**config.mk**
```make
export PLATFORM = sky130hd
export DESIGN_NAME = mem_unit
export DESIGN_NICKNAME = d
export VERILOG_FILES = /design/src/rtl/mem_unit_pkg.sv /design/src/rtl/load_store_queue.sv /design/src/rtl/mem_issue_ctrl.sv /design/src/rtl/mem_resp_stage.sv /design/src/rtl/mem_unit.sv
export VERILOG_INCLUDE_DIRS = /design/src /design/src/rtl
export SDC_FILE = /design/constraint.sdc
export NUM_CORES = 2
export LEC_CHECK = 0
export BUFFER_PORTS_ARGS = -buffer_cell sky130_fd_sc_hd__buf_2
export CAP_MARGIN = 20
export CORE_ASPECT_RATIO = 1.2
export CORE_MARGIN = 2
export CORE_UTILIZATION = 45
export DETAILED_ROUTE_END_ITERATION = 8
export PLACE_DENSITY = 0.72
export SLEW_MARGIN = 5
export SYNTH_ARGS = -nofsm -noshare
export SYNTH_HDL_FRONTEND = slang
export SYNTH_SLANG_ARGS = --single-unit
```
**constraint.sdc**
```tcl
create_clock -name clk_i -period 56.2 [get_ports clk_i]
set_input_delay 11.24 -clock clk_i [delete_from_list [all_inputs] [get_ports clk_i]]
set_output_delay 11.24 -clock clk_i [all_outputs]
set_load 0.02 [all_outputs]
```
**src/rtl/mem_unit_macros.svh**
```systemverilog
// Sizes and cause codes for the memory unit
// Queue depth must be a power of two, cause codes follow the RISC-V numbering
`ifndef MEM_UNIT_MACROS_SVH
`define MEM_UNIT_MACROS_SVH

// Geometry
`define MU_LSQ_DEPTH 8
`define MU_XLEN 64
`define MU_VA_BITS 40
`define MU_GL_BITS 6
`define MU_REG_BITS 5
`define MU_CAUSE_BITS 6

// Exception causes
`define MU_CAUSE_LD_MISALIGNED 6'd4
`define MU_CAUSE_LD_ACCESS_FAULT 6'd5
`define MU_CAUSE_ST_MISALIGNED 6'd6
`define MU_CAUSE_ST_ACCESS_FAULT 6'd7
`define MU_CAUSE_LD_PAGE_FAULT 6'd13
`define MU_CAUSE_ST_PAGE_FAULT 6'd15

`endif

```
**src/rtl/mem_unit_pkg.sv**
```systemverilog
// Types shared by the memory unit and its testbench
// Only integer loads and stores exist here, no AMO or FP forms
`include "mem_unit_macros.svh"

package mem_unit_pkg;

    // Loads first, stores after
    typedef enum logic [3:0] {
        LD, LW, LWU, LH, LHU, LB, LBU,
        SD, SW, SH, SB
    } mem_op_e;

    typedef struct packed {
        logic                      valid;
        logic [`MU_CAUSE_BITS-1:0] cause;
        logic [`MU_XLEN-1:0]       origin;  // Faulting address
    } exception_t;

    typedef struct packed {
        logic                    valid;
        mem_op_e                 op;
        logic [`MU_XLEN-1:0]     base;      // rs1 value
        logic [`MU_XLEN-1:0]     imm;
        logic [`MU_XLEN-1:0]     data;      // rs2 value, stores only
        logic [`MU_REG_BITS-1:0] rd;
        logic [`MU_GL_BITS-1:0]  gl_index;
        exception_t              ex;        // Raised by earlier stages
    } mem_instr_t;

    // Address seen either as a word or split around the VA sign bit
    typedef union packed {
        logic [`MU_XLEN-1:0] raw;
        struct packed {
            logic [`MU_XLEN-`MU_VA_BITS-1:0] hi;
            logic                            sign;
            logic [`MU_VA_BITS-2:0]          lo;
        } va;
    } mem_addr_u;

    typedef struct packed {
        logic                valid;
        mem_op_e             op;
        logic [`MU_XLEN-1:0] base;
        logic [`MU_XLEN-1:0] imm;
        logic [`MU_XLEN-1:0] data;
        logic                kill;
    } dcache_req_t;

    typedef struct packed {
        logic                valid;
        logic [`MU_XLEN-1:0] data;
        logic                misaligned;
        logic                page_fault;
        mem_addr_u           addr;      // base + imm as computed by the cache
    } dcache_resp_t;

    typedef struct packed {
        logic                    valid;
        logic [`MU_REG_BITS-1:0] rd;
        logic [`MU_GL_BITS-1:0]  gl_index;
        logic [`MU_XLEN-1:0]     result;
        exception_t              ex;
    } wb_t;

    function automatic logic is_store(input mem_op_e op);
        return (op == SD) || (op == SW) || (op == SH) || (op == SB);
    endfunction

endpackage

```
**src/rtl/load_store_queue.sv**
```systemverilog
// In-order queue of memory instructions, one push and one pop per cycle
// Flush empties it on the next edge, stored entries are left as they are
`timescale 1ns/1ns
`include "mem_unit_macros.svh"

module load_store_queue
    import mem_unit_pkg::*;
(
    input  logic       clk_i,
    input  logic       rstn_i,
    input  logic       flush_i,
    input  mem_instr_t instr_i,
    output logic       in_ready_o,
    input  logic       pop_i,
    output mem_instr_t head_o,
    output logic       head_valid_o
);

    localparam int PTR_W = $clog2(`MU_LSQ_DEPTH);
    localparam logic [PTR_W:0] DEPTH = `MU_LSQ_DEPTH;

    mem_instr_t       entries_q [`MU_LSQ_DEPTH];
    logic [PTR_W-1:0] rd_ptr_q;
    logic [PTR_W-1:0] wr_ptr_q;
    logic [PTR_W:0]   count_q;
    logic             push;
    logic             pop;

    assign in_ready_o   = (count_q != DEPTH);
    assign head_valid_o = (count_q != '0);
    assign push = instr_i.valid & in_ready_o;
    assign pop  = pop_i & head_valid_o;

    assign head_o = entries_q[rd_ptr_q];

    // Pointers wrap naturally, depth is a power of two
    always_ff @(posedge clk_i, negedge rstn_i) begin
        if (!rstn_i) begin
            rd_ptr_q <= '0;
            wr_ptr_q <= '0;
            count_q  <= '0;
        end else if (flush_i) begin
            rd_ptr_q <= '0;
            wr_ptr_q <= '0;
            count_q  <= '0;
        end else begin
            if (push) wr_ptr_q <= wr_ptr_q + 1'b1;
            if (pop) rd_ptr_q <= rd_ptr_q + 1'b1;
            case ({push, pop})
                2'b10:   count_q <= count_q + 1'b1;
                2'b01:   count_q <= count_q - 1'b1;
                default: count_q <= count_q;      // Both or none
            endcase
        end
    end

    always_ff @(posedge clk_i) begin
        if (push) entries_q[wr_ptr_q] <= instr_i;
    end

    // Pointers agree with the count, so a push never lands on the live head
    a_no_push_full: assert property (@(posedge clk_i) disable iff (!rstn_i)
        push |-> (count_q == '0) || (wr_ptr_q != rd_ptr_q));

    // Issue controller only pops a non-empty queue
    a_no_pop_empty: assert property (@(posedge clk_i) disable iff (!rstn_i)
        pop_i |-> head_valid_o);

endmodule

```
**src/rtl/mem_issue_ctrl.sv**
```systemverilog
// Sends one instruction per cycle to the dcache, stores only under commit
// At most one store in flight, its gl index is reported until it completes
`timescale 1ns/1ns
`include "mem_unit_macros.svh"

module mem_issue_ctrl
    import mem_unit_pkg::*;
(
    input  logic                   clk_i,
    input  logic                   rstn_i,
    input  logic                   kill_i,
    input  mem_instr_t             head_i,
    input  logic                   head_valid_i,
    output logic                   pop_o,
    input  logic                   commit_store_i,
    input  logic                   dcache_ready_i,
    input  logic                   store_done_i,
    output dcache_req_t            req_o,
    output mem_instr_t             issue_o,
    output logic                   commit_stall_o,
    output logic [`MU_GL_BITS-1:0] mem_gl_index_o,
    output logic                   empty_o
);

    typedef enum logic [1:0] {
        READ_HEAD,
        WAIT_READY,
        WAIT_COMMIT
    } issue_state_e;

    issue_state_e state_q;
    issue_state_e state_d;
    mem_instr_t   held_q;
    logic         held_valid_q;
    logic         store_in_flight_q;
    mem_instr_t   cur;
    logic         cur_valid;
    logic         cur_store;
    logic         store_busy;
    logic         can_issue;
    logic         take_hold;

    ////////////////////////////////////////////////////////////
    // Candidate instruction and request
    ////////////////////////////////////////////////////////////

    assign cur       = (state_q == READ_HEAD) ? head_i : held_q;
    assign cur_valid = (state_q == READ_HEAD) ? head_valid_i : held_valid_q;
    assign cur_store = is_store(cur.op);

    // A store finishing this cycle frees the slot for the next one
    assign store_busy = store_in_flight_q & ~store_done_i;
    assign can_issue  = cur_valid & dcache_ready_i &
                        (~cur_store | (commit_store_i & ~store_busy));

    assign req_o.valid = can_issue & ~kill_i;
    assign req_o.op    = cur.op;
    assign req_o.base  = cur.base;
    assign req_o.imm   = cur.imm;
    assign req_o.data  = cur.data;
    assign req_o.kill  = kill_i;

    always_comb begin
        issue_o       = cur;
        issue_o.valid = req_o.valid;
    end

    // Head always leaves the queue, either to the cache or to the hold register
    assign pop_o     = (state_q == READ_HEAD) & head_valid_i;
    assign take_hold = pop_o & ~req_o.valid;

    ////////////////////////////////////////////////////////////
    // FSM
    ////////////////////////////////////////////////////////////

    always_comb begin
        state_d = state_q;
        case (state_q)
            READ_HEAD: begin
                // Ready but not sent means a store blocked by commit
                if (take_hold) state_d = dcache_ready_i ? WAIT_COMMIT : WAIT_READY;
            end
            WAIT_READY: begin
                if (req_o.valid) state_d = READ_HEAD;
                else if (dcache_ready_i) state_d = WAIT_COMMIT;
            end
            WAIT_COMMIT: begin
                if (req_o.valid) state_d = READ_HEAD;
            end
            default: state_d = READ_HEAD;
        endcase
    end

    always_ff @(posedge clk_i, negedge rstn_i) begin
        if (!rstn_i) begin
            state_q      <= READ_HEAD;
            held_valid_q <= 1'b0;
        end else if (kill_i) begin
            state_q      <= READ_HEAD;
            held_valid_q <= 1'b0;
        end else begin
            state_q <= state_d;
            if (take_hold) begin
                held_valid_q <= 1'b1;
            end else if (req_o.valid && state_q != READ_HEAD) begin
                held_valid_q <= 1'b0;       // Held entry went out
            end
        end
    end

    always_ff @(posedge clk_i) begin
        if (take_hold) held_q <= head_i;
    end

    ////////////////////////////////////////////////////////////
    // Store in flight
    ////////////////////////////////////////////////////////////

    always_ff @(posedge clk_i, negedge rstn_i) begin
        if (!rstn_i) begin
            store_in_flight_q <= 1'b0;
            mem_gl_index_o    <= '0;
        end else if (kill_i) begin
            store_in_flight_q <= 1'b0;
        end else if (req_o.valid && cur_store) begin
            store_in_flight_q <= 1'b1;
            mem_gl_index_o    <= cur.gl_index;
        end else if (store_done_i) begin
            store_in_flight_q <= 1'b0;
        end
    end

    assign commit_stall_o = (cur_valid & cur_store & commit_store_i & ~store_busy) | store_busy;
    assign empty_o = ~head_valid_i & ~held_valid_q & ~req_o.valid;

    // Hold register is in use exactly while the FSM waits
    a_hold_in_wait: assert property (@(posedge clk_i) disable iff (!rstn_i)
        held_valid_q == (state_q != READ_HEAD));

    // Held instruction is kept unchanged until it is sent
    a_hold_stable: assert property (@(posedge clk_i) disable iff (!rstn_i)
        held_valid_q && !req_o.valid && !kill_i |=> held_valid_q && $stable(held_q));

endmodule

```
**src/rtl/mem_resp_stage.sv**
```systemverilog
// Tracks issued instructions for two cycles to meet the dcache response
// Assumes the cache answers exactly two cycles after accept and drops killed ones
`timescale 1ns/1ns
`include "mem_unit_macros.svh"

module mem_resp_stage
    import mem_unit_pkg::*;
(
    input  logic         clk_i,
    input  logic         rstn_i,
    input  logic         kill_i,
    input  mem_instr_t   issue_i,
    input  dcache_resp_t resp_i,
    output wb_t          wb_o,
    output exception_t   xcpt_commit_o,
    output logic         store_done_o
);

    mem_instr_t s1_q;
    mem_instr_t s2_q;
    logic       s1_valid_q;
    logic       s2_valid_q;
    logic       s2_store;
    logic       addr_noncanon;
    exception_t ex_s2;

    ////////////////////////////////////////////////////////////
    // Tracking pipeline
    ////////////////////////////////////////////////////////////

    always_ff @(posedge clk_i, negedge rstn_i) begin
        if (!rstn_i) begin
            s1_valid_q <= 1'b0;
            s2_valid_q <= 1'b0;
        end else if (kill_i) begin
            s1_valid_q <= 1'b0;
            s2_valid_q <= 1'b0;
        end else begin
            s1_valid_q <= issue_i.valid;
            s2_valid_q <= s1_valid_q;
        end
    end

    always_ff @(posedge clk_i) begin
        s1_q <= issue_i;
        s2_q <= s1_q;
    end

    assign s2_store = is_store(s2_q.op);

    ////////////////////////////////////////////////////////////
    // Exception decode at stage 2
    ////////////////////////////////////////////////////////////

    // Bits above the VA sign bit must all copy it
    assign addr_noncanon = resp_i.addr.va.sign ? ~&resp_i.addr.va.hi
                                               : |resp_i.addr.va.hi;

    always_comb begin
        ex_s2 = '0;
        if (s2_valid_q) begin
            if (s2_q.ex.valid) begin
                ex_s2 = s2_q.ex;                  // Inherited wins
            end else if (resp_i.valid) begin
                ex_s2.origin = resp_i.addr.raw;
                if (resp_i.misaligned) begin
                    ex_s2.valid = 1'b1;
                    ex_s2.cause = s2_store ? `MU_CAUSE_ST_MISALIGNED
                                           : `MU_CAUSE_LD_MISALIGNED;
                end else if (resp_i.page_fault) begin
                    ex_s2.valid = 1'b1;
                    ex_s2.cause = s2_store ? `MU_CAUSE_ST_PAGE_FAULT
                                           : `MU_CAUSE_LD_PAGE_FAULT;
                end else if (addr_noncanon) begin
                    ex_s2.valid = 1'b1;
                    ex_s2.cause = s2_store ? `MU_CAUSE_ST_ACCESS_FAULT
                                           : `MU_CAUSE_LD_ACCESS_FAULT;
                end
            end
        end
    end

    ////////////////////////////////////////////////////////////
    // Outputs
    ////////////////////////////////////////////////////////////

    // Loads write back even when faulting, commit reads ex
    always_comb begin
        wb_o.valid    = s2_valid_q & ~s2_store;
        wb_o.rd       = s2_q.rd;
        wb_o.gl_index = s2_q.gl_index;
        wb_o.result   = resp_i.data;
        wb_o.ex       = ex_s2;
    end

    assign xcpt_commit_o = (s2_valid_q & s2_store & ex_s2.valid) ? ex_s2 : '0;
    assign store_done_o  = s2_valid_q & s2_store;    // Frees the in-flight slot

    // Every cache response lines up with a tracked instruction
    a_resp_aligned: assert property (@(posedge clk_i) disable iff (!rstn_i)
        resp_i.valid |-> s2_valid_q);

endmodule

```
**src/rtl/mem_unit.sv**
```systemverilog
// Memory unit between register read and the dcache
// Kill from commit clears queue, hold register and pipeline on the next edge
`timescale 1ns/1ns
`include "mem_unit_macros.svh"

module mem_unit
    import mem_unit_pkg::*;
(
    input  logic                   clk_i,
    input  logic                   rstn_i,
    input  logic                   kill_i,
    input  mem_instr_t             instr_i,
    output logic                   in_ready_o,
    input  logic                   commit_store_i,
    input  logic                   dcache_ready_i,
    input  dcache_resp_t           resp_i,
    output dcache_req_t            req_o,
    output wb_t                    wb_o,
    output exception_t             xcpt_commit_o,
    output logic                   commit_stall_o,
    output logic [`MU_GL_BITS-1:0] mem_gl_index_o,
    output logic                   empty_o
);

    mem_instr_t head;
    mem_instr_t issue;
    logic       head_valid;
    logic       pop;
    logic       store_done;

    load_store_queue u_lsq (
        .clk_i        (clk_i),
        .rstn_i       (rstn_i),
        .flush_i      (kill_i),
        .instr_i      (instr_i),
        .in_ready_o   (in_ready_o),
        .pop_i        (pop),
        .head_o       (head),
        .head_valid_o (head_valid)
    );

    mem_issue_ctrl u_issue (
        .clk_i          (clk_i),
        .rstn_i         (rstn_i),
        .kill_i         (kill_i),
        .head_i         (head),
        .head_valid_i   (head_valid),
        .pop_o          (pop),
        .commit_store_i (commit_store_i),
        .dcache_ready_i (dcache_ready_i),
        .store_done_i   (store_done),
        .req_o          (req_o),
        .issue_o        (issue),
        .commit_stall_o (commit_stall_o),
        .mem_gl_index_o (mem_gl_index_o),
        .empty_o        (empty_o)
    );

    mem_resp_stage u_resp (
        .clk_i         (clk_i),
        .rstn_i        (rstn_i),
        .kill_i        (kill_i),
        .issue_i       (issue),
        .resp_i        (resp_i),
        .wb_o          (wb_o),
        .xcpt_commit_o (xcpt_commit_o),
        .store_done_o  (store_done)
    );

endmodule

```
After elaboration in Yosys (flattened, before gate mapping)
Memory sizes are Yosys's and may differ from the RTL's.
Cells that the tools add are included.
{"block": "word_totals", "reg_bits": 472, "latch_bits": 0, "ramBits": 2232, "mem_bits_ro": 0, "out_inout_bits": 425, "memories": 1}
{"memory": "u_lsq.entries_q", "depth": 8, "width": 279, "rd": 1, "rd_clocked_by_memory_dff": 0, "write_ports": 1, "line_no": "load_store_queue.sv:22", "text": "mem_instr_t entries_q [`MU_LSQ_DEPTH];"}
{"block": "op_classes", "add_sub_neg": 4, "mul": 0, "n_div": 0, "magnitude_cmp": 0, "eq_ne": 16, "shift": 0, "mux": 36, "n_bitwise": 27, "n_reduce_logical": 21}
{"op": "2-to-1 mux 71 bit", "n": 4}
{"op": "2-to-1 mux 278 bit", "n": 1}
{"op": "equality test 4 bit (second input constant)", "n": 6}
{"op": "AND reduction 24 bit", "n": 1}
{"op": "OR reduction 24 bit", "n": 1}
{"op": "2-to-1 mux 7 bit", "n": 3}
{"op": "2-to-1 mux 2 bit", "n": 9}
{"op": "bitwise AND 1 bit", "n": 17}
{"op": "2-to-1 mux 1 bit", "n": 12}
{"op": "2-to-1 mux 3 bit", "n": 4}
{"op": "nonzero test 3 bit", "n": 3}
{"op": "equality test 4 x 3 -> 1 bit (second input constant)", "n": 2}
{"op": "NOT 1 bit", "n": 8}
{"op": "case mux 4 bit (2 select lines)", "n": 1}
{"op": "adder 3 x 1 -> 3 bit (second input constant)", "n": 2}
{"op": "logical OR 1 bit", "n": 6}
{"op": "inequality test 3 x 2 -> 1 bit (second input constant)", "n": 2}
{"op": "case mux 2 bit (3 select lines)", "n": 1}
{"op": "nonzero test 2 bit", "n": 3}
{"op": "adder 4 x 1 -> 4 bit (second input constant)", "n": 1}
{"op": "equality test 2 x 1 -> 1 bit (second input constant)", "n": 2}
{"op": "equality test 2 bit (second input constant)", "n": 2}
{"op": "2-to-1 mux 4 bit", "n": 1}
{"op": "inequality test 4 x 3 -> 1 bit (second input constant)", "n": 1}
{"op": "9 further kinds", "n": 11}

Logic depth before layout (Yosys ltp)
{"block": "logic_depth", "word_depth": 17, "ltp_mapped": 12}

Modules after synthesis
Synthesis repeated with hierarchy kept, for this count alone.
{"block": "unflattened", "cells_unflattened": 4594, "area_unflattened_um2": 103688.2}
{"mod": "load_store_queue", "n_inst": 1, "cells_each": 3303, "area_per_inst_um2": 84493.5, "seq_area_each_um2": 67274.5}
{"mod": "mem_issue_ctrl", "n_inst": 1, "cells_each": 838, "area_per_inst_um2": 13735.7, "seq_area_each_um2": 8598.2}
{"mod": "mem_resp_stage", "n_inst": 1, "cells_each": 453, "area_per_inst_um2": 5459.0, "seq_area_each_um2": 3493.4}

Least setup slack after synthesis
No wires, ideal clock.
{"block": "synth_path", "path_kind": "input-to-reg", "start": "input instr_i[278] (netlist name)", "end": "memory u_lsq.entries_q[0][0] (netlist name) (enable)", "arrival_ns": 30.390, "required_ns": 54.943, "setup_slack_ns": 24.552, "cell_stages": 4, "path_buffers": 1, "cell_sequence": "and2_1 > clkbuf_1 > nand2b_1 > nor3_1"}
{"block": "synth_via", "elab_chain_cells": 3}
{"element": "from (decl)", "line_no": "mem_unit.sv:12", "text": "input mem_instr_t instr_i,"}
{"element": "bitwise AND 1 bit", "line_no": "load_store_queue.sv:31", "text": "assign push = instr_i.valid & in_ready_o;"}
{"element": "2-to-1 mux 1 bit", "line_no": "load_store_queue.sv:58", "text": "if (push) entries_q[wr_ptr_q] <= instr_i;"}
{"element": "2-to-1 mux 1 bit (implied by the code)", "line_no": "load_store_queue.sv:58"}
{"element": "to (decl)", "line_no": "load_store_queue.sv:22"}
No other way between the ends.

==> flow_summary.rst <==
.. list-table::
   :header-rows: 1

   * - Metric
     - Value
   * - Post-Synthesis Cells
     - 5163
   * - Number of buffers on the longest clock path
     - 4
   * - Worst setup path category
     - input port to output port
   * - Share of total power in sequential cells
     - 0.446
   * - Worst skew pair latency
     - 0.85 ns
   * - Maximum number of pins on one net before global-route repair
     - 146
   * - Sequential share of the synthesized area
     - 0.7692
   * - Total of max-cap violations
     - 0
   * - Area growth from synthesis to layout
     - 13.60%
   * - Hold_ws
     - 0.3248 ns
   * - Synth warnings
     - 0
   * - Power per unit of standard cell area
     - 50.35 nW/um^2
   * - Required time of the critical path
     - 44.96 ns
   * - Total Neg Setup Slack
     - 0 ns
   * - Cell count after placement
     - 8449
   * - Number of buffers inserted to repair setup after CTS
     - 0
   * - Worst setup margin
     - 31.48 ns
   * - Minimum clock period after layout
     - 24.72 ns
   * - Count of flip-flops with a built-in enable after synthesis
     - 2502
   * - Number of vias in the routed layout
     - 49951
   * - Hold/Removal Path Class
     - flip-flop to flip-flop
   * - Post-place setup slack
     - 31.28 ns
   * - Max Transition Viols Final
     - 0
   * - First-pass GRT wire length
     - 341200 um
   * - Vias in the first global route
     - 51082
   * - Antenna violations before repair
     - 86
   * - Final hold vios
     - 0
   * - Commonest register cell after synthesis
     - edfxtp_1
   * - Combinational fraction of design power
     - 0.256
   * - Switching share of power
     - 0.3041
   * - Die height
     - 527.8 um
   * - Synthesis-stage register bit count
     - 2696
   * - Top library cells by usage in the layout, fill and taps aside
     - edfxtp_1, nand2_1, buf_2
   * - DR pass1 iterations
     - 8
   * - Maximum vdd ir drop
     - 49.75 uV
   * - DP Wirelength
     - 131700 um
   * - Number of remaining DRC errors
     - 0
   * - Post-route cell area
     - 116900 um^2
   * - Worst slew pin tran
     - 1.151 ns
   * - Starting DRC count in detailed routing
     - 4493
   * - Share of final-layout standard cells stronger than drive strength 1
     - 0.3436
   * - # H-tree levels
     - 5
   * - Arrival time reported for the critical path endpoint
     - 13.48 ns
   * - Placed standard-cell area
     - 108100 um^2
   * - Clock buffer count from CTS
     - 269
   * - Port Buf Inserts
     - 711
   * - Die ar.
     - 232500 um^2
   * - Clk root buf
     - clkbuf_16
   * - Net count reported at finish
     - 6135
   * - Clock-pin slew on the worst setup and hold paths
     - 0.06 ns
   * - CTS-repair resized insts
     - 0
   * - Number of rows created at floorplan
     - 192
   * - Area occupied by multi-input gates
     - 20790 um^2
   * - Lkg Pwr
     - 39.77 nW
   * - Post-synthesis net count
     - 5583
   * - Fraction of registers with async set or reset after synthesis
     - 0.008160
   * - Relative max-transition margin
     - 0.2327
   * - Result of the run
     - completed
   * - Area of the core
     - 227700 um^2
   * - Count of clock tree sinks
     - 2696
   * - Pint
     - 4.094 mW
   * - Finish-stage setup viols
     - 0
   * - Gr usage total
     - 0.1976
   * - Area taken by flip-flops and latches
     - 79140 um^2
   * - Mean number of vias per cell
     - 5.579
   * - Ports placed on the boundary
     - 840
   * - Upper clock frequency limit
     - 40.46 MHz
   * - Syn_area_per_cell
     - 19.92 um^2
   * - Final weighted congestion in routability-driven placement
     - 0.8917
   * - GRT overflow
     - 0
   * - Fill cell count
     - 17588
   * - Final Instance Count excl. Fillers
     - 8953
   * - Cell variety after synth
     - 46
   * - Overall power
     - 5.884 mW
   * - Crit path capture type
     - output port
   * - Cell area after technology mapping
     - 102900 um^2
   * - Wire length reported by the detailed router
     - 234400 um
   * - Hold-fix buffer count after cts
     - 0
   * - Max FO, Critical Path
     - 52
   * - Crit share post-route
     - 0.4398
   * - Clock power frac
     - 0.298
   * - Category of the worst setup path launch point
     - input port
   * - TritonCTS clock tree
     - yes
   * - Detail Route Antenna Nets
     - 0
   * - X dimension of the die
     - 440.5 um
   * - Most frequent standard cell in the layout excluding fill and tap cells
     - edfxtp_1
   * - Worst-case clock skew
     - 0.04107 ns
   * - Share of the core filled with cells in the final layout
     - 0.5131
   * - Switching power total
     - 1.789 mW
   * - Average wire per cell in the routed design
     - 26.18 um
   * - Unrepaired setup endpoints after global routing
     - false
   * - Initial Utilization
     - 0.4517
==> critical path, stage by stage <==
cell	delay, ns
buf_2	0.12
nor4_1	0.43
nand4_1	0.17
a2bb2oi_1	0.19
nor3_1	0.38
o21bai_4	0.22
buf_12	0.23
nand2_1	0.18
a21oi_1	0.07
buf_2	0.21
==> routing by layer <==
metal  track usage  vias to the layer above  routed length, um
met5             0                        -                308
met1        0.2478                    26182              89070
met2        0.3347                     1987             117800
met4       0.07672                       52               9077
met3       0.04356                      542              18170
li1              -                    21188                  -
==> area by class of cell <==
class | instances | area share
clock buffer | 355 | 0.06304
antenna | 32 | 0.0006852
timing repair buffer | 804 | 0.03809
sequential | 2696 | 0.6772
multi-input combinational | 1936 | 0.1779
tap | 3007 | 0.03219
clock inverter | 115 | 0.01061
inverter | 8 | 0.0002570
==> worst paths after layout <==
path	endpoint	slack, ns	cells past startpoint	startpoint
hold / removal	u_resp.s2_q[51]$_DFF_P_	0.32	0	u_resp.s1_q[51]$_DFF_P_
max in group asynchronous	u_lsq.rd_ptr_q[2]$_DFFE_PN0P_	45.36	1	rstn_i
hold reg to reg	u_resp.s2_q[51]$_DFF_P_	0.32	0	u_resp.s1_q[51]$_DFF_P_
setup / recovery	xcpt_commit_o[64]	31.48	10	resp_i[53]
min in group asynchronous	u_resp.s2_valid_q$_DFF_PN0_	10.40	1	rstn_i
setup reg to reg	u_issue.held_q[170]$_DFFE_PP_	47.89	13	u_lsq.rd_ptr_q[0]$_DFFE_PN0P_
==> cell families after synthesis <==
| logic type | share of synthesized area |
|---|---|
| flip-flops | 0.7692 |
| AND/OR/NAND/NOR | 0.03857 |
| multiplexers | 0.1543 |
| adder cells (fa/ha/maj) | 0.0006811 |
| buffers and inverters | 0.02959 |
| AO/OA/AOI/OAI | 0.007140 |
| XOR/XNOR | 0.0005960 |
==> flip-flops by register name, indices dropped and copies added (netlist names) <==
register / cells
u_lsq.count_q: 4
u_resp.wb_o: 11
u_lsq.rd_ptr_q: 3
u_issue.store_in_flight_q: 1
u_resp.s2_valid_q: 1
u_lsq.wr_ptr_q: 3
u_lsq.entries_q: 2224
u_issue.held_q: 278
u_resp.s2_q: 75
u_issue.mem_gl_index_o: 6
u_resp.s1_q: 86
u_issue.held_valid_q: 1
u_issue.state_q: 2
u_resp.s1_valid_q: 1
==> synthesized netlist by cell type (all sizes together), types with 6 or more instances <==
| cell | n | share of area |
|---|---|---|
| nor3 | 8 | 0.00039 |
| mux4 | 552 | 0.12 |
| edfxtp | 2502 | 0.73 |
| and3 | 67 | 0.0041 |
| buf | 350 | 0.023 |
| nand2 | 848 | 0.031 |
| nand4 | 6 | 0.00036 |
| mux2 | 300 | 0.033 |
| clkbuf | 173 | 0.0063 |
| a22o | 65 | 0.0055 |
| a21oi | 12 | 0.00058 |
| dfrtp | 22 | 0.0054 |
| dfxtp | 172 | 0.033 |
| nor4 | 7 | 0.00043 |
| inv | 8 | 0.00029 |
| nor2 | 23 | 0.00084 |
| nand2b | 8 | 0.00056 |
==> power by group through the flow <==
stage	Clock (mW)	Combinational, mW	Sequential [mW]
global route	1.87	1.62	2.64
detailed placement	0	1.52	2.66
CTS	1.79	1.53	2.62
global placement	0	1.50	2.66
floorplan	0	1.16	2.73
finish	1.76	1.50	2.62
Power figures use the tool's default switching activity.
